[config.mk]
export PLATFORM = sky130hd
export DESIGN_NAME = inst_buffer_top
export DESIGN_NICKNAME = d
export VERILOG_FILES = /design/src/hdl/ib_disp_pkg.sv /design/src/hdl/ib_isa_pkg.sv /design/src/hdl/dispatch_group_picker.sv /design/src/hdl/inst_buffer_top.sv /design/src/hdl/inst_fetch_queue.sv /design/src/hdl/inst_slot_decoder.sv
export VERILOG_INCLUDE_DIRS = /design/src /design/src/include
export SDC_FILE = /design/constraint.sdc
export NUM_CORES = 1
export LEC_CHECK = 0
export BUFFER_PORTS_ARGS = -buffer_cell sky130_fd_sc_hd__buf_2
export CORE_ASPECT_RATIO = 2
export CORE_MARGIN = 2
export CORE_UTILIZATION = 35
export CTS_CLUSTER_DIAMETER = 120
export CTS_CLUSTER_SIZE = 16
export DETAILED_ROUTE_END_ITERATION = 10
export GPL_TIMING_DRIVEN = 0
export HOLD_SLACK_MARGIN = 0.15
export PLACE_DENSITY_LB_ADDON = 0.05
export REMOVE_ABC_BUFFERS = 1
export SETUP_SLACK_MARGIN = 0.5
export SLEW_MARGIN = 25
export SYNTH_ARGS = -nofsm -noshare
export SYNTH_HDL_FRONTEND = slang
export SYNTH_SLANG_ARGS = --single-unit
[constraint.sdc]
create_clock -name i_clk -period 9.6 [get_ports i_clk]
set_input_delay 0.96 -clock i_clk [delete_from_list [all_inputs] [get_ports i_clk]]
set_output_delay 0.96 -clock i_clk [all_outputs]
set_load 0.005 [all_outputs]
[src/include/ib_defines.svh]
`ifndef IB_DEFINES_SVH
`define IB_DEFINES_SVH

// ------------------------------------------------------------------------
// buffer geometry
// ------------------------------------------------------------------------
`define IB_BLOCK_WORDS 4  // words per fetch block, also dispatch slots
`define IB_QUEUE_DEPTH 4  // fetch blocks held

// ------------------------------------------------------------------------
// per-group issue limits
// ------------------------------------------------------------------------
`define IB_ARITH_MAX 4
`define IB_MEM_MAX   2    // loads and stores together
`define IB_BR_MAX    1
`define IB_ILL_MAX   1

`endif

[src/hdl/ib_disp_pkg.sv]
package ib_disp_pkg;

`include "ib_defines.svh"

  typedef logic [31:0] pc_t;                              // byte address
  typedef logic [`IB_BLOCK_WORDS-1:0] slot_mask_t;        // one bit per slot
  typedef logic [$clog2(`IB_BLOCK_WORDS)-1:0] head_pos_t; // word in head block
  typedef logic [$clog2(`IB_BLOCK_WORDS):0] cnt_t;        // 0 up to block size
  typedef logic [$clog2(`IB_QUEUE_DEPTH)-1:0] q_ptr_t;

endpackage

[src/hdl/ib_isa_pkg.sv]
package ib_isa_pkg;

  typedef logic [31:0] inst_word_t;
  typedef logic [4:0]  reg_idx_t;

  typedef enum logic [2:0] {
    CAT_ARITH,
    CAT_LD,
    CAT_ST,
    CAT_BR,
    CAT_ILL
  } inst_cat_t;

  // ----------------------------------------------------------------------
  // base opcodes, bits 6:0
  // ----------------------------------------------------------------------
  localparam logic [6:0] OPC_OP     = 7'b0110011;
  localparam logic [6:0] OPC_OP_IMM = 7'b0010011;
  localparam logic [6:0] OPC_LUI    = 7'b0110111;
  localparam logic [6:0] OPC_AUIPC  = 7'b0010111;
  localparam logic [6:0] OPC_LOAD   = 7'b0000011;
  localparam logic [6:0] OPC_STORE  = 7'b0100011;
  localparam logic [6:0] OPC_BRANCH = 7'b1100011;
  localparam logic [6:0] OPC_JAL    = 7'b1101111;
  localparam logic [6:0] OPC_JALR   = 7'b1100111;

endpackage

[src/hdl/dispatch_group_picker.sv]
`timescale 1ns/1ps

`include "ib_defines.svh"

module dispatch_group_picker (
  input  logic                                         i_clk,
  input  logic                                         i_reset_n,
  input  logic                                         i_flush_valid,
  input  logic                                         i_head_valid,
  input  ib_disp_pkg::pc_t                             i_head_pc,
  input  ib_isa_pkg::inst_word_t [`IB_BLOCK_WORDS-1:0] i_head_block,
  input  ib_isa_pkg::inst_cat_t                        i_cat     [`IB_BLOCK_WORDS],
  input  ib_disp_pkg::slot_mask_t                      i_rd_valid,
  input  ib_isa_pkg::reg_idx_t                         i_rd_idx  [`IB_BLOCK_WORDS],
  input  ib_disp_pkg::slot_mask_t                      i_rs1_valid,
  input  ib_isa_pkg::reg_idx_t                         i_rs1_idx [`IB_BLOCK_WORDS],
  input  ib_disp_pkg::slot_mask_t                      i_rs2_valid,
  input  ib_isa_pkg::reg_idx_t                         i_rs2_idx [`IB_BLOCK_WORDS],
  input  logic                                         i_disp_ready,
  output logic                                         o_pop,
  output logic                                         o_disp_valid,
  output ib_disp_pkg::slot_mask_t                      o_disp_slot_valid,
  output ib_isa_pkg::inst_word_t                       o_disp_inst    [`IB_BLOCK_WORDS],
  output ib_disp_pkg::pc_t                             o_disp_pc      [`IB_BLOCK_WORDS],
  output ib_isa_pkg::inst_cat_t                        o_disp_cat     [`IB_BLOCK_WORDS],
  output ib_disp_pkg::slot_mask_t                      o_disp_rd_valid,
  output ib_isa_pkg::reg_idx_t                         o_disp_rd_idx  [`IB_BLOCK_WORDS],
  output ib_disp_pkg::slot_mask_t                      o_disp_rs1_valid,
  output ib_isa_pkg::reg_idx_t                         o_disp_rs1_idx [`IB_BLOCK_WORDS],
  output ib_disp_pkg::slot_mask_t                      o_disp_rs2_valid,
  output ib_isa_pkg::reg_idx_t                         o_disp_rs2_idx [`IB_BLOCK_WORDS],
  output ib_disp_pkg::pc_t                             o_disp_group_pc,
  output ib_disp_pkg::cnt_t                            o_disp_arith_cnt,
  output ib_disp_pkg::cnt_t                            o_disp_ld_cnt,
  output ib_disp_pkg::cnt_t                            o_disp_st_cnt,
  output ib_disp_pkg::cnt_t                            o_disp_br_cnt
);

  ib_disp_pkg::head_pos_t  r_head_pos;
  ib_disp_pkg::head_pos_t  w_word_idx [`IB_BLOCK_WORDS];
  ib_isa_pkg::inst_cat_t   w_slot_cat [`IB_BLOCK_WORDS];
  ib_disp_pkg::slot_mask_t w_remain;
  ib_disp_pkg::slot_mask_t w_group_mask;
  ib_disp_pkg::cnt_t       w_group_len;
  ib_disp_pkg::cnt_t       w_next_pos;
  logic                    w_fire;
  logic                    w_block_end;

  assign o_disp_valid = i_head_valid & ~i_flush_valid;
  assign w_fire       = o_disp_valid & i_disp_ready;

  // ------------------------------------------------------------------------
  // rotate head block so slot 0 is the first undispatched word
  // ------------------------------------------------------------------------
  for (genvar d = 0; d < `IB_BLOCK_WORDS; d++) begin : g_rotate
    assign w_word_idx[d] = r_head_pos + ib_disp_pkg::head_pos_t'(d);
    assign w_remain[d]   = (ib_disp_pkg::cnt_t'(r_head_pos) + ib_disp_pkg::cnt_t'(d)) <
                           ib_disp_pkg::cnt_t'(`IB_BLOCK_WORDS);
    assign w_slot_cat[d] = i_cat[w_word_idx[d]];
  end

  // longest prefix within the issue limits
  always_comb begin
    logic              run;
    ib_disp_pkg::cnt_t n_arith;
    ib_disp_pkg::cnt_t n_mem;
    ib_disp_pkg::cnt_t n_br;
    ib_disp_pkg::cnt_t n_ill;
    run     = o_disp_valid;
    n_arith = '0;
    n_mem   = '0;
    n_br    = '0;
    n_ill   = '0;
    for (int d = 0; d < `IB_BLOCK_WORDS; d++) begin
      n_arith = n_arith + ib_disp_pkg::cnt_t'(w_slot_cat[d] == ib_isa_pkg::CAT_ARITH);
      n_mem   = n_mem + ib_disp_pkg::cnt_t'((w_slot_cat[d] == ib_isa_pkg::CAT_LD) |
                                            (w_slot_cat[d] == ib_isa_pkg::CAT_ST));
      n_br    = n_br + ib_disp_pkg::cnt_t'(w_slot_cat[d] == ib_isa_pkg::CAT_BR);
      n_ill   = n_ill + ib_disp_pkg::cnt_t'(w_slot_cat[d] == ib_isa_pkg::CAT_ILL);
      run     = run & w_remain[d] & (n_arith <= `IB_ARITH_MAX) & (n_mem <= `IB_MEM_MAX) &
                (n_br <= `IB_BR_MAX) & (n_ill <= `IB_ILL_MAX);
      w_group_mask[d] = run;  // sticky low once a limit is crossed
    end
  end

  // ------------------------------------------------------------------------
  // resource counts and group length
  // ------------------------------------------------------------------------
  always_comb begin
    o_disp_arith_cnt = '0;
    o_disp_ld_cnt    = '0;
    o_disp_st_cnt    = '0;
    o_disp_br_cnt    = '0;
    w_group_len      = '0;
    for (int d = 0; d < `IB_BLOCK_WORDS; d++) begin
      if (w_group_mask[d]) begin
        w_group_len = w_group_len + ib_disp_pkg::cnt_t'(1);
        case (w_slot_cat[d])
          ib_isa_pkg::CAT_ARITH: o_disp_arith_cnt = o_disp_arith_cnt + ib_disp_pkg::cnt_t'(1);
          ib_isa_pkg::CAT_LD:    o_disp_ld_cnt    = o_disp_ld_cnt + ib_disp_pkg::cnt_t'(1);
          ib_isa_pkg::CAT_ST:    o_disp_st_cnt    = o_disp_st_cnt + ib_disp_pkg::cnt_t'(1);
          ib_isa_pkg::CAT_BR:    o_disp_br_cnt    = o_disp_br_cnt + ib_disp_pkg::cnt_t'(1);
          default:               ;  // illegal has no count output
        endcase
      end
    end
  end

  assign w_next_pos  = ib_disp_pkg::cnt_t'(r_head_pos) + w_group_len;
  assign w_block_end = w_next_pos >= ib_disp_pkg::cnt_t'(`IB_BLOCK_WORDS);
  assign o_pop       = w_fire & w_block_end;

  always_ff @(posedge i_clk, negedge i_reset_n) begin
    if (!i_reset_n) begin
      r_head_pos <= '0;
    end else if (i_flush_valid) begin
      r_head_pos <= '0;
    end else if (w_fire) begin
      r_head_pos <= w_block_end ? '0 : ib_disp_pkg::head_pos_t'(w_next_pos);
    end
  end

  // ------------------------------------------------------------------------
  // slot outputs, zero outside the group
  // ------------------------------------------------------------------------
  assign o_disp_group_pc   = i_head_pc + ib_disp_pkg::pc_t'({r_head_pos, 2'b00});
  assign o_disp_slot_valid = w_group_mask;

  for (genvar d = 0; d < `IB_BLOCK_WORDS; d++) begin : g_slot
    logic w_on;
    assign w_on              = w_group_mask[d];
    assign o_disp_inst[d]    = w_on ? i_head_block[w_word_idx[d]] : '0;
    assign o_disp_pc[d]      = w_on ? o_disp_group_pc + ib_disp_pkg::pc_t'(4 * d) : '0;
    assign o_disp_cat[d]     = w_on ? w_slot_cat[d] : ib_isa_pkg::inst_cat_t'(0);
    assign o_disp_rd_valid[d]  = w_on & i_rd_valid[w_word_idx[d]];
    assign o_disp_rd_idx[d]    = w_on ? i_rd_idx[w_word_idx[d]] : '0;
    assign o_disp_rs1_valid[d] = w_on & i_rs1_valid[w_word_idx[d]];
    assign o_disp_rs1_idx[d]   = w_on ? i_rs1_idx[w_word_idx[d]] : '0;
    assign o_disp_rs2_valid[d] = w_on & i_rs2_valid[w_word_idx[d]];
    assign o_disp_rs2_idx[d]   = w_on ? i_rs2_idx[w_word_idx[d]] : '0;
  end

endmodule

[src/hdl/inst_buffer_top.sv]
`timescale 1ns/1ps

`include "ib_defines.svh"

module inst_buffer_top (
  input  logic                                         i_clk,
  input  logic                                         i_reset_n,
  input  logic                                         i_flush_valid,
  input  logic                                         i_inst_valid,
  input  ib_disp_pkg::pc_t                             i_inst_pc,
  input  ib_isa_pkg::inst_word_t [`IB_BLOCK_WORDS-1:0] i_inst_block,
  output logic                                         o_inst_ready,
  output logic                                         o_disp_valid,
  output ib_disp_pkg::slot_mask_t                      o_disp_slot_valid,
  output ib_isa_pkg::inst_word_t                       o_disp_inst    [`IB_BLOCK_WORDS],
  output ib_disp_pkg::pc_t                             o_disp_pc      [`IB_BLOCK_WORDS],
  output ib_isa_pkg::inst_cat_t                        o_disp_cat     [`IB_BLOCK_WORDS],
  output ib_disp_pkg::slot_mask_t                      o_disp_rd_valid,
  output ib_isa_pkg::reg_idx_t                         o_disp_rd_idx  [`IB_BLOCK_WORDS],
  output ib_disp_pkg::slot_mask_t                      o_disp_rs1_valid,
  output ib_isa_pkg::reg_idx_t                         o_disp_rs1_idx [`IB_BLOCK_WORDS],
  output ib_disp_pkg::slot_mask_t                      o_disp_rs2_valid,
  output ib_isa_pkg::reg_idx_t                         o_disp_rs2_idx [`IB_BLOCK_WORDS],
  output ib_disp_pkg::pc_t                             o_disp_group_pc,
  output ib_disp_pkg::cnt_t                            o_disp_arith_cnt,
  output ib_disp_pkg::cnt_t                            o_disp_ld_cnt,
  output ib_disp_pkg::cnt_t                            o_disp_st_cnt,
  output ib_disp_pkg::cnt_t                            o_disp_br_cnt,
  input  logic                                         i_disp_ready
);

  logic                                         w_pop;
  logic                                         w_head_valid;
  ib_disp_pkg::pc_t                             w_head_pc;
  ib_isa_pkg::inst_word_t [`IB_BLOCK_WORDS-1:0] w_head_block;
  ib_isa_pkg::inst_cat_t                        w_cat     [`IB_BLOCK_WORDS];
  ib_disp_pkg::slot_mask_t                      w_rd_valid;
  ib_disp_pkg::slot_mask_t                      w_rs1_valid;
  ib_disp_pkg::slot_mask_t                      w_rs2_valid;
  ib_isa_pkg::reg_idx_t                         w_rd_idx  [`IB_BLOCK_WORDS];
  ib_isa_pkg::reg_idx_t                         w_rs1_idx [`IB_BLOCK_WORDS];
  ib_isa_pkg::reg_idx_t                         w_rs2_idx [`IB_BLOCK_WORDS];

  inst_fetch_queue u_queue (
    .i_clk         (i_clk),
    .i_reset_n     (i_reset_n),
    .i_flush_valid (i_flush_valid),
    .i_inst_valid  (i_inst_valid),
    .i_inst_pc     (i_inst_pc),
    .i_inst_block  (i_inst_block),
    .o_inst_ready  (o_inst_ready),
    .i_pop         (w_pop),
    .o_head_valid  (w_head_valid),
    .o_head_pc     (w_head_pc),
    .o_head_block  (w_head_block)
  );

  // one decoder per word of the head block
  for (genvar k = 0; k < `IB_BLOCK_WORDS; k++) begin : g_dec
    inst_slot_decoder u_dec (
      .i_inst      (w_head_block[k]),
      .o_cat       (w_cat[k]),
      .o_rd_valid  (w_rd_valid[k]),
      .o_rd_idx    (w_rd_idx[k]),
      .o_rs1_valid (w_rs1_valid[k]),
      .o_rs1_idx   (w_rs1_idx[k]),
      .o_rs2_valid (w_rs2_valid[k]),
      .o_rs2_idx   (w_rs2_idx[k])
    );
  end

  dispatch_group_picker u_picker (
    .i_clk             (i_clk),
    .i_reset_n         (i_reset_n),
    .i_flush_valid     (i_flush_valid),
    .i_head_valid      (w_head_valid),
    .i_head_pc         (w_head_pc),
    .i_head_block      (w_head_block),
    .i_cat             (w_cat),
    .i_rd_valid        (w_rd_valid),
    .i_rd_idx          (w_rd_idx),
    .i_rs1_valid       (w_rs1_valid),
    .i_rs1_idx         (w_rs1_idx),
    .i_rs2_valid       (w_rs2_valid),
    .i_rs2_idx         (w_rs2_idx),
    .i_disp_ready      (i_disp_ready),
    .o_pop             (w_pop),
    .o_disp_valid      (o_disp_valid),
    .o_disp_slot_valid (o_disp_slot_valid),
    .o_disp_inst       (o_disp_inst),
    .o_disp_pc         (o_disp_pc),
    .o_disp_cat        (o_disp_cat),
    .o_disp_rd_valid   (o_disp_rd_valid),
    .o_disp_rd_idx     (o_disp_rd_idx),
    .o_disp_rs1_valid  (o_disp_rs1_valid),
    .o_disp_rs1_idx    (o_disp_rs1_idx),
    .o_disp_rs2_valid  (o_disp_rs2_valid),
    .o_disp_rs2_idx    (o_disp_rs2_idx),
    .o_disp_group_pc   (o_disp_group_pc),
    .o_disp_arith_cnt  (o_disp_arith_cnt),
    .o_disp_ld_cnt     (o_disp_ld_cnt),
    .o_disp_st_cnt     (o_disp_st_cnt),
    .o_disp_br_cnt     (o_disp_br_cnt)
  );

endmodule

[src/hdl/inst_fetch_queue.sv]
`timescale 1ns/1ps

`include "ib_defines.svh"

module inst_fetch_queue (
  input  logic                                         i_clk,
  input  logic                                         i_reset_n,
  input  logic                                         i_flush_valid,
  input  logic                                         i_inst_valid,
  input  ib_disp_pkg::pc_t                             i_inst_pc,
  input  ib_isa_pkg::inst_word_t [`IB_BLOCK_WORDS-1:0] i_inst_block,
  output logic                                         o_inst_ready,
  input  logic                                         i_pop,
  output logic                                         o_head_valid,
  output ib_disp_pkg::pc_t                             o_head_pc,
  output ib_isa_pkg::inst_word_t [`IB_BLOCK_WORDS-1:0] o_head_block
);

  logic [`IB_QUEUE_DEPTH-1:0]                   r_valid;
  ib_disp_pkg::pc_t                             r_pc    [`IB_QUEUE_DEPTH];
  ib_isa_pkg::inst_word_t [`IB_BLOCK_WORDS-1:0] r_block [`IB_QUEUE_DEPTH];
  ib_disp_pkg::q_ptr_t                          r_in_ptr;
  ib_disp_pkg::q_ptr_t                          r_out_ptr;
  logic                                         w_push;
  logic                                         w_pop;

  assign o_inst_ready = ~(&r_valid) & ~i_flush_valid;  // full stalls fetch
  assign w_push       = i_inst_valid & o_inst_ready;
  assign w_pop        = i_pop & r_valid[r_out_ptr];

  // ------------------------------------------------------------------------
  // entry valid bits and pointers
  // ------------------------------------------------------------------------
  always_ff @(posedge i_clk, negedge i_reset_n) begin
    if (!i_reset_n) begin
      r_valid   <= '0;
      r_in_ptr  <= '0;
      r_out_ptr <= '0;
    end else if (i_flush_valid) begin
      r_valid   <= '0;
      r_in_ptr  <= '0;
      r_out_ptr <= '0;
    end else begin
      if (w_push) begin
        r_valid[r_in_ptr] <= 1'b1;
        r_in_ptr          <= r_in_ptr + ib_disp_pkg::q_ptr_t'(1);
      end
      if (w_pop) begin
        r_valid[r_out_ptr] <= 1'b0;     // never the entry being written
        r_out_ptr          <= r_out_ptr + ib_disp_pkg::q_ptr_t'(1);
      end
    end
  end

  always_ff @(posedge i_clk) begin
    if (w_push) begin
      r_pc[r_in_ptr]    <= i_inst_pc;
      r_block[r_in_ptr] <= i_inst_block;
    end
  end

  assign o_head_valid = r_valid[r_out_ptr];
  assign o_head_pc    = r_pc[r_out_ptr];
  assign o_head_block = r_block[r_out_ptr];

endmodule

[src/hdl/inst_slot_decoder.sv]
`timescale 1ns/1ps

module inst_slot_decoder (
  input  ib_isa_pkg::inst_word_t i_inst,
  output ib_isa_pkg::inst_cat_t  o_cat,
  output logic                   o_rd_valid,
  output ib_isa_pkg::reg_idx_t   o_rd_idx,
  output logic                   o_rs1_valid,
  output ib_isa_pkg::reg_idx_t   o_rs1_idx,
  output logic                   o_rs2_valid,
  output ib_isa_pkg::reg_idx_t   o_rs2_idx
);

  logic [6:0] w_opc;

  assign w_opc = i_inst[6:0];

  always_comb begin
    o_cat       = ib_isa_pkg::CAT_ILL;
    o_rd_valid  = 1'b0;
    o_rs1_valid = 1'b0;
    o_rs2_valid = 1'b0;
    if (i_inst[1:0] == 2'b11) begin  // 16-bit encodings stay illegal
      case (w_opc)
        ib_isa_pkg::OPC_OP: begin
          o_cat       = ib_isa_pkg::CAT_ARITH;
          o_rd_valid  = 1'b1;
          o_rs1_valid = 1'b1;
          o_rs2_valid = 1'b1;
        end
        ib_isa_pkg::OPC_OP_IMM: begin
          o_cat       = ib_isa_pkg::CAT_ARITH;
          o_rd_valid  = 1'b1;
          o_rs1_valid = 1'b1;
        end
        ib_isa_pkg::OPC_LUI, ib_isa_pkg::OPC_AUIPC: begin
          o_cat      = ib_isa_pkg::CAT_ARITH;
          o_rd_valid = 1'b1;
        end
        ib_isa_pkg::OPC_LOAD: begin
          o_cat       = ib_isa_pkg::CAT_LD;
          o_rd_valid  = 1'b1;
          o_rs1_valid = 1'b1;
        end
        ib_isa_pkg::OPC_STORE, ib_isa_pkg::OPC_BRANCH: begin
          o_cat = (w_opc == ib_isa_pkg::OPC_STORE) ? ib_isa_pkg::CAT_ST :
                                                     ib_isa_pkg::CAT_BR;
          o_rs1_valid = 1'b1;
          o_rs2_valid = 1'b1;
        end
        ib_isa_pkg::OPC_JAL: begin
          o_cat      = ib_isa_pkg::CAT_BR;
          o_rd_valid = 1'b1;
        end
        ib_isa_pkg::OPC_JALR: begin
          o_cat       = ib_isa_pkg::CAT_BR;
          o_rd_valid  = 1'b1;
          o_rs1_valid = 1'b1;
        end
        default: o_cat = ib_isa_pkg::CAT_ILL;  // SYSTEM, FENCE, unknown
      endcase
    end
  end

  assign o_rd_idx  = o_rd_valid  ? i_inst[11:7]  : '0;
  assign o_rs1_idx = o_rs1_valid ? i_inst[19:15] : '0;
  assign o_rs2_idx = o_rs2_valid ? i_inst[24:20] : '0;

endmodule

* Yosys cells after proc, flatten, opt, wreduce, memory -nomap -nowiden
Memories as Yosys holds them, arrays and structs flattened.
Index checks and enable logic that the tools add are counted.
** Word-level totals
- Memories kept :: 2
- Register bits :: 10
- Logic and storage cells :: 427
- RAM bits :: 640
- Output and inout port bits :: 390
- Bits in read-only memories :: 0
- Latch bits :: 0
- Input port bits :: 165
** Memory list
- u_queue.r_block :: depth 4, width 128, rd ports 1, clocked after Yosys merged registers in 0, wr ports 1, line inst_fetch_queue.sv:21 : ib_isa_pkg::inst_word_t [`IB_BLOCK_WORDS-1:0] r_block [`IB_QUEUE_DEPTH];
- u_queue.r_pc :: depth 4, width 32, rd ports 1, clocked after Yosys merged registers in 0, wr ports 1, line inst_fetch_queue.sv:20 : ib_disp_pkg::pc_t r_pc [`IB_QUEUE_DEPTH];
** Cells by class
- Mux-type cells :: 207
- Div/mod/pow operators :: 0
- Order comparisons :: 33
- Equal/unequal tests :: 56
- Shift operators :: 0
- $add $sub $neg :: 40
- Multiply operators :: 0
- Bitwise operators :: 51
- Reductions and logical operators :: 34
** Operators by type and width (number)
- $mux W32 :: 12
- $bmux W32 S2 :: 4
- $mux W5 :: 48
- $mux W3 :: 47
- $bmux W5 S2 :: 12
- $eq A7 B6 Y1 const B :: 12
- $eq A7 B7 Y1 const B :: 12
- $add A32 B4 Y32 const B :: 2
- $eq A7 B5 Y1 const B :: 8
- $mux W1 :: 50
- $pmux W3 S4 :: 4
- $add A3 B1 Y3 const B :: 14
- $and A1 B1 Y1 :: 38
- $add A32 B3 Y32 const B :: 1
- $add A32 B4 Y32 :: 1
- $eq A7 B2 Y1 const B :: 4
- $reduce_or A7 Y1 :: 4
- $bmux W1 S2 :: 13
- $bmux W3 S2 :: 4
- $eq A3 B2 Y1 const B :: 8
- $reduce_or A6 Y1 :: 4
- $lt A2 B3 Y1 const B :: 7
- $add A3 B1 Y3 :: 6
- $le A3 B1 Y1 const B :: 6
- other kinds (34) :: 100

* Depth between registers and ports, before layout
Gate-level depths: netlist of run 1.
An unclocked memory read counts as a cell.
- Word-level depth :: 36
- Gate-level depth with buffers :: 32
- Gate-level depth less buffers :: 25

* Hierarchy
Synthesis of run 1 repeated with hierarchy kept, for this count alone.
** Second synthesis, totals
- Cells, all modules :: 2276
- Area, all modules :: 35909.4 um2
** By module, submodules not included
- inst_fetch_queue :: cells each 891, seq. area each 19418.6 um2, times used 1, area each 23749.0 um2
- dispatch_group_picker :: cells each 1217, seq. area each 50.0 um2, times used 1, area each 11019.3 um2
- inst_slot_decoder :: cells each 42, seq. area each 0.0 um2, times used 4, area each 285.3 um2

* Least setup slack after synthesis of run 1
No wires, ideal clock.
- Path kind :: flip-flop to flip-flop
- Start point :: register u_picker.r_head_pos[1]
- End point :: register u_queue.r_out_ptr[1]
- Setup time :: 132 ps
- Clock period less this slack :: 7297 ps
- Arrival time :: 7165 ps
- Stages on the path, launching flop included :: 31
- Path buffers :: 8
- Data required time :: 9468 ps
- Slack :: 2303 ps
- Cells stage by stage :: dfrtp_1 -> clkinv_1 -> clkbuf_1 -> clkbuf_1 -> clkbuf_1 -> clkbuf_1 -> ha_1 -> inv_1 -> buf_1 -> mux2i_1 -> nor2b_1 -> or2_2 -> fa_1 -> ha_1 -> inv_1 -> fa_1 -> o2111ai_1 -> or3_1 -> clkbuf_1 -> clkbuf_1 -> nand2_1 -> xnor2_1 -> ha_1 -> inv_1 -> fa_1 -> xor2_1 -> xnor2_1 -> and3_1 -> clkbuf_1 -> mux2i_1 -> nor2_1
** On the way
- Cells in the longest elaborated chain, start to end :: 31
- Elaborated cells between the ends (all ways) :: 110
- Classes of those cells :: add/sub: 22; order compare: 21; eq/ne: 16; mux: 16; bitwise: 30; reduce/logical: 5
** RTL lines
- start: declaration :: line dispatch_group_picker.sv:39 : ib_disp_pkg::head_pos_t r_head_pos;
- start signal: assignment :: line dispatch_group_picker.sv:119 : r_head_pos <= w_block_end ? '0 : ib_disp_pkg::head_pos_t'(w_next_pos);
- branches (longest 26 deep; another with $add A3 B3 Y3)
- $add A2 B3 Y3 * :: line dispatch_group_picker.sv:109 : assign w_next_pos = ib_disp_pkg::cnt_t'(r_head_pos) + w_group_len;
- $ge A3 B3 Y1 * :: line dispatch_group_picker.sv:110 : assign w_block_end = w_next_pos >= ib_disp_pkg::cnt_t'(`IB_BLOCK_WORDS);
- $and A1 B1 Y1 * :: line dispatch_group_picker.sv:111 : assign o_pop = w_fire & w_block_end;
- $and A1 B1 Y1 * :: line inst_fetch_queue.sv:29 : assign w_pop = i_pop & r_valid[r_out_ptr];
- $reduce_bool A2 Y1 (no source line) *
- end signal: assignment :: line inst_fetch_queue.sv:50 : r_out_ptr <= r_out_ptr + ib_disp_pkg::q_ptr_t'(1);
- end: declaration :: line inst_fetch_queue.sv:23 : ib_disp_pkg::q_ptr_t r_out_ptr;
Every way passes the cells marked *. The select of a mux whose other input is x is not followed.
A chain may end at the register's enable or synchronous reset.

* Worst setup path in the final report of run 1
- Start point :: register u_queue.r_out_ptr[1]
- End point :: output port o_disp_br_cnt[1]
** On the way
- Cells in the longest elaborated chain, start to end :: 30
- Elaborated cells between the ends (all ways) :: 163
- Classes of those cells :: add/sub: 15; order compare: 16; eq/ne: 56; mux: 34; bitwise: 25; reduce/logical: 16; memory: 1
** RTL lines
- branches (longest 29 deep; another with $mem_v2 Z4 W128)
- $mux W3 * :: line dispatch_group_picker.sv:96 : if (w_group_mask[d]) begin
- end: declaration :: line inst_buffer_top.sv:28 : output ib_disp_pkg::cnt_t o_disp_br_cnt,
Marked as above.

==> results by group, run 1 <==
Placement
  – Pre-CTS setup slack: about 0.5 ns
  – # port buffers: 554
  – Cell Area, Placed: between 30000 and 40000 um2
  – Routability cong.: 0.875
  – Final HPWL DP: around 83000 um

Synth
  – Number of flops mapped to enable cells by yosys: between 600 and 700
  – Syn Std Cell Area: ~34000 um2
  – Synth area leader: edfxtp_1
  – Top cells by area, synth: edfxtp_1 57%, mux4_2 14%, nor2_1 2.5%, nand2_1 2.0%, ha_1 1.7%
  – Register area share after synthesis: 0.578
  – Synth Area in Compound Gates: 0.0671
  – Top-count cell post-synth: edfxtp_1
  – Ys async rst share: 0.0154
  – Synthesized-area fraction occupied by adder cells: 0.0230
  – Yosys warns: 0
  – Mapped Cells: around 2400
  – Mux share of post-synthesis cell area: 0.161
  – Post-Synth XOR/XNOR Area: 0.0174
  – Main combinational cell family by area after synthesis: multiplexers
  – #FFs+latches synth: between 600 and 700
  – Top_reg_cell synth: edfxtp_1
  – Synthesized area per cell: 13.8 um2
  – Synth top cells by count: 640 x edfxtp_1, 225 x nor2_1, 213 x mux4_2, 180 x nand2_1, 110 x clkbuf_1
  – Number of distinct library cells after synthesis: between 80 and 90
  – Post-Synth Simple-Gate Area: 0.124
  – Post-synth top area share: 0.571

CTS
  – Worst-path clk slew: approximately 0.08 ns
  – CTS H-tree lvls: 2
  – Inserted Clock Buffers: 46
  – CTS Buffer Depth: 3
  – CTS root buffer: clkbuf_16
  – CTS Sinks: between 600 and 700
  – Worst skew pair latency: 0.63 ns
  – CTS tree: done
  – Hold-fix buffers at CTS: 0

Power and ir drop
  – Leakage: approximately 14 nW
  – Final Total Pwr: between 5 and 6 mW
  – Power Density: 137 nW/um2
  – VDD IR-drop max: 139 uV

Global route
  – Initial antenna violation count: 39
  – Pin count of the biggest net entering global routing: 75
  – Gr usage total: 0.237
  – Global-route wire length before repair: 171000 um
  – Congestion Overflow GR: 0
  – Number of global-route vias before repair: about 24000

Floorplanning
  – Initial core utilization: 0.351
  – Die area: between 90000 and 100000 um2
  – Num ports: around 560
  – Core area: around 96000 um2
  – Die Height: ~440 um
  – Die X: 223 um
  – Rows: approximately 160

Drt
  – 1st-iter DRT viols: 1796
  – Vias: ~24000
  – Final wirelength: about 120000 um
  – DR pass1 iterations: 8
  – Post-route ant nets: 0
  – # DRC: 0
  – Vias/cell: 5.75
  – Wirelength per Cell: approximately 28 um

Layout
  – Final Cell Area: approximately 40000 um2
  – Layout area overhead: 19.0%
  – Share of layout cells above drive strength 1: 0.324
  – Nets: between 3000 and 4000

Worst setup path
  – Buf/Inv on CP: 6
  – Most used cell, CP: and2_1
  – WP data required: between 8 and 9 ns
  – Worst-path maximum fanout: 39
  – CP Class: flip-flop to output port
  – R2R cell count: 27
  – Family with the most delay on the worst path: simple AND/OR/NAND/NOR gates
  – FF-to-FF End: u_queue.r_out_ptr[1]
  – Worst setup EP type: output port
  – R2r setup slk: between 1.5 and 2 ns
  – Critical-path cell list: buf_12 > buf_16 > mux4_2 > nand2b_1 > and2_1 > or4_1 > mux4_2 > a31oi_2 > nor2b_1 > and2_1 > fa_1 > ha_1 > fa_1 > o21ai_0 > o2111ai_1 > or3_4 > buf_16 > clkinvlp_4 > buf_12 > and2_1 > nand2_1 > mux2_2 > buf_2
  – Critical Path Slowest Stage Cell: or4_1
  – CP max stage delay: 0.55 ns
  – WP data arrival: just under 8 ns
  – RR Startpoint: u_queue.r_out_ptr[1]
  – Startpoint class of the critical path: flip-flop

STA
  – Final Hold Vio Count: 0
  – Tmin final: 8.66 ns
  – Clock skew: roughly 0.016 ns
  – Final setup viols: 0
  – RSZ-0062 raised after global routing: no
  – Slew @ Worst Pin: between 1 and 1.5 ns
  – Slew Viols, Final: 0
  – Final worst-path cycle share: 0.902
  – TNS Setup: 0 ns
  – Fmax: roughly 120 MHz
  – Slew HR: 0.290
  – Final worst setup slack: 0.938 ns

Worst hold path
  – Hold WC Path Type: primary input to asynchronous set/reset pin

Job
  – Max-cap violation count: 0

Outcome
  – Status: complete, no violations
flip-flops by register name, summed over array words and instances, names as in the netlist:
register and flops:
u_queue.r_in_ptr 2, u_picker.r_head_pos 2, u_queue.r_out_ptr 2, u_queue.r_pc 128, u_queue.r_block 512, u_queue.r_valid 4
cells by family (layout without fill, tap and decap cells):
kind of cell	count (synthesis)	count (layout)
buf+inv	239	757
fa+ha+maj	56	56
mux	268	268
simple gates	831	831
compound gates	324	324
xor+xnor	66	66
other cells	0	10
flops	650	650
cells in the final DEF (no fill, tap or decap), types with 23 or more instances in the layout:
cell       instances
a211oi_1          59
a21oi_1           55
a311oi_1          24
a31oi_1           42
and2_1            62
and3_1            36
buf_12            23
buf_16            24
buf_2            557
clkbuf_16         47
edfxtp_1         640
ha_1              45
inv_1             68
mux2i_1           35
mux4_2           213
nand2_1          180
nand3_1           41
nor2_1           225
nor2b_1           65
nor3_1            68
nor4_1            31
o21ai_0           40
xnor2_1           50
layer usage:
layer,track usage,vias to the layer above,part of all wire
li1,-,10513,-
met2,0.365,1041,0.45
met1,0.332,12232,0.44
met4,0.0588,56,0.024
met5,0,-,0.0031
met3,0.0653,209,0.089
power breakdown:
part           leakage [nW]  internal (mW)  switching [mW]
clock                 0.606          0.884           0.984
sequential             5.94           3.20          0.0158
combinational          7.67          0.156           0.267
total                  14.2           4.24            1.27
stage by stage:
step	instances	util	hold slack, ns
2_1_floorplan	2269	-	0.549
3_3_place_gp	4045	0.389	0.578
3_5_place_dp	4103	0.403	0.580
4_1_cts	4166	0.417	0.154
5_1_grt	4176	0.418	0.181
6_report	4184	0.418	0.195
what timing repair did:
item | in CTS | in global routing
resized for setup | 3 | 3
pin swaps | 1 | 0
buffers inserted | 6 | 8
endpoints found under the setup margin | 20 | 7
how the worst max path moves through the flow:
| stage | from | endpoint | cells after the start |
|---|---|---|---|
| after floorplan | u_picker.r_head_pos[0] | u_queue.r_out_ptr[0] | 19 |
| final | u_queue.r_out_ptr[1] | o_disp_br_cnt[1] | 23 |
| after detailed placement | u_queue.r_out_ptr[1] | o_disp_br_cnt[1] | 22 |
| after global routing | u_picker.r_head_pos[0] | o_disp_arith_cnt[1] | 22 |
| after global placement | u_picker.r_head_pos[0] | o_disp_rs1_idx[1] | 13 |
| after CTS | u_picker.r_head_pos[0] | o_disp_br_cnt[1] | 22 |
layout make-up:
type / instances / area (um2)
diodes: 10 / 25.0
clock inverters: 3 / 37.5
clock buffers: 54 / 1200
multi-input cells: 1545 / 13300
flip-flops and latches: 650 / 19500
inverters: 74 / 307
well taps: 1222 / 1530
repair buffers: 626 / 4150
fillers: 8962 / 55800
Note: power is estimated with default switching activity, not from simulation.
==> run 2, diff against run 1 <==
--- a/config.mk
+++ b/config.mk
@@ -6,6 +6,7 @@
 export SDC_FILE = /design/constraint.sdc
 export NUM_CORES = 1
 export LEC_CHECK = 0
+export ABC_AREA = 1
 export BUFFER_PORTS_ARGS = -buffer_cell sky130_fd_sc_hd__buf_2
 export CORE_ASPECT_RATIO = 2
 export CORE_MARGIN = 2
==> run 2 against run 1 <==
  * Core utilization grew 0.38 points
  * Count of clock-buffer cells in the layout unchanged
  * Cell area grew 5.0%
  * Sequential power hardly changed
  * Synthesized cell count rose by 63%
  * Sequential share of layout area fell by 2.3 points
  * Non-clock buffer count is 6 higher
==> results by group, run 2 <==
Outcome
  – Status: complete, no violations

Worst setup path
  – Family with the most delay on the worst path: buffers and inverters
  – CP max stage delay: between 0.5 and 0.6 ns
  – Critical Path Slowest Stage Cell: dfrtp_4
  – CP Class: flip-flop to output port
  – WP data arrival: 7.67 ns
  – FF-to-FF End: u_queue.r_out_ptr[0]
  – Worst-path maximum fanout: 52
  – Buf/Inv on CP: 14
  – R2R cell count: 40
  – Startpoint class of the critical path: flip-flop
  – WP data required: 8.64 ns
  – RR Startpoint: u_queue.r_out_ptr[0]
  – Worst setup EP type: output port
  – R2r setup slk: about 1.7 ns
  – Most used cell, CP: nand2_1

Synth
  – Mapped Cells: between 3000 and 4000
  – Register area share after synthesis: 0.553
  – Top_reg_cell synth: edfxtp_1
  – Post-synth top area share: 0.546
  – Number of distinct library cells after synthesis: 56
  – #FFs+latches synth: 650
  – Synth top cells by count: 1093 x nand2_1, 640 x edfxtp_1, 508 x nor2_1, 277 x nand3_1, 270 x o21ai_0
  – Number of flops mapped to enable cells by yosys: 640
  – Top cells by area, synth: edfxtp_1 55%, nand2_1 12%, nor2_1 5.4%, nand3_1 3.9%, o21ai_0 3.8%
  – Syn Std Cell Area: between 30000 and 40000 um2
  – Synth area leader: edfxtp_1
  – Synthesized area per cell: 8.86 um2
  – Yosys warns: 0
  – Top-count cell post-synth: nand2_1
  – Ys async rst share: 0.0154

Global route
  – Global-route wire length before repair: 200000 um
  – GR Layer Usage met2: 0.478
  – Routing usage on met3: 0.0600
  – Met1 Use GR: 0.291
  – Congestion Overflow GR: 0
  – Initial antenna violation count: 38
  – Pin count of the biggest net entering global routing: 105
  – Busiest grt layer: met2
  – Number of global-route vias before repair: just under 30000
  – Gr usage total: 0.264

Drt
  – Wirelength per Cell: roughly 24 um
  – DR pass1 iterations: 5
  – 1st-iter DRT viols: about 1800
  – Final wirelength: roughly 140000 um
  – Post-route ant nets: 0
  – Vias/cell: 5.24
  – Vias: just over 30000
  – # DRC: 0

Floorplanning
  – Num ports: 555
  – Die X: 228 um
  – Rows: around 160
  – Initial core utilization: 0.353
  – Die Height: about 450 um
  – Die area: roughly 100000 um2
  – Core area: 99700 um2

Placement
  – Pre-CTS setup slack: -0.00925 ns
  – Routability cong.: around 1
  – Cell Area, Placed: approximately 41000 um2
  – Inst Count DP: about 5700
  – Final HPWL DP: 98700 um
  – # port buffers: approximately 550

Worst hold path
  – Hold WC Path Type: primary input to asynchronous set/reset pin

STA
  – Final Hold Vio Count: 0
  – Clock skew: 0.0352 ns
  – Final worst setup slack: 0.975 ns
  – Slew @ Worst Pin: 0.936 ns
  – Final worst-path cycle share: 0.898
  – Final setup viols: 0
  – Hold slack final: a little over 0.2 ns
  – Fmax: approximately 120 MHz
  – RSZ-0062 raised after global routing: no
  – Tmin final: 8.63 ns
  – Slew Viols, Final: 0
  – Slew HR: 0.370

Job
  – Max-cap violation count: 0

CTS
  – Worst-path clk slew: ~0.070 ns
  – Inserted Clock Buffers: 46
  – CTS tree: done
  – CTS root buffer: clkbuf_16
  – Worst skew pair latency: between 0.6 and 0.7 ns
  – CTS H-tree lvls: 2
  – CTS Buffer Depth: 3
  – CTS Sinks: 650

Layout
  – Layout area overhead: 19.4%
  – Filler cell count: around 10000
  – Nets: roughly 4700
  – Commonest non-fill, non-tap cell in the layout: nand2_1
  – Final Cell Area: about 42000 um2
  – Share of layout cells above drive strength 1: 0.197
  – Biggest regs: u_queue.r_block x512, u_queue.r_pc x128, u_queue.r_valid x4
  – Final cell count without fillers: a little under 6000
  – Top reg by flops: u_queue.r_block
  – Most frequent cells in the layout: 1092 x nand2_1, 640 x edfxtp_1, 554 x buf_2
  – Largest register FFs: just over 500

Power and ir drop
  – Power Density: around 130 nW/um2
  – Leakage: approximately 18 nW
  – VDD IR-drop max: between 100 and 150 uV
  – Final Total Pwr: between 5 and 6 mW
## run 2: how the worst max path moves through the flow
stage                                      start  depth (start not counted)                   end
after floorplan             u_queue.r_out_ptr[0]                         30  u_queue.r_out_ptr[0]
after global placement      u_queue.r_out_ptr[0]                         30  u_queue.r_out_ptr[0]
after detailed placement    u_queue.r_out_ptr[0]                         34      o_disp_br_cnt[2]
after CTS                   u_queue.r_out_ptr[0]                         36      o_disp_br_cnt[2]
after global routing      u_picker.r_head_pos[0]                         28      o_disp_br_cnt[2]
final                       u_queue.r_out_ptr[0]                         36      o_disp_br_cnt[2]
## run 2: layout make-up
class | count | area [um2] | share of cell area
clock inverters | 3 | 37.5 | 0.000893
flip-flops and latches | 650 | 19500 | 0.463
diodes | 8 | 20.0 | 0.000476
clock buffers | 54 | 1200 | 0.0286
repair buffers | 632 | 4730 | 0.113
well taps | 1328 | 1660 | 0.0395
inverters | 279 | 1110 | 0.0264
multi-input cells | 2827 | 13800 | 0.328
## run 2: cells by family (layout without fill, tap and decap cells)
| family | after synthesis | count (layout) | share of synthesized area |
|---|---|---|---|
| simple gates | 2130 | 2132 | 0.257 |
| flops | 650 | 650 | 0.553 |
| buf+inv | 498 | 968 | 0.0594 |
| xor+xnor | 16 | 16 | 0.00462 |
| compound gates | 622 | 622 | 0.104 |
| fa+ha+maj | 56 | 56 | 0.0220 |
| mux | 1 | 1 | 0.000284 |
| other cells | 0 | 8 | 0 |
## run 2: routing by layer
metal	vias to the layer above	share of wire	wire length (um)
met5	-	0.0023	322
met4	50	0.050	7020
met3	302	0.067	9280
met2	1058	0.51	70500
met1	14459	0.37	52200
li1	14400	-	-
## run 2: what timing repair did
action,CTS,global route
buffers inserted,2,0
pin swaps,4,0
gates resized for setup,7,9
cloned,4,1
hold buffers,0,0
setup endpoints to repair,114,11
## run 2: report_power, final
group          total [mW]  switching (mW)  internal, mW
Combinational       0.482           0.326         0.156
Sequential           3.22          0.0164          3.20
Clock                1.85           0.969         0.884
Total                5.55            1.31          4.24
## run 2: worst reg2reg max path: cells and delay by family (launching register included)
kind	cells	cell delay (ns)
AND/OR/NAND/NOR	16	2.38
buffers and inverters	13	2.29
adder cells (fa/ha/maj)	5	1.44
AO/OA/AOI/OAI	5	1.03
flip-flops	1	0.55
XOR/XNOR	1	0.16
## run 2: per-stage QoR
step                       util  setup TNS (ns)
after floorplan               -        -2190.95
after global routing      0.422               0
after CTS                 0.421               0
after global placement    0.387               -
after detailed placement  0.407        -0.00925
final                     0.422               0
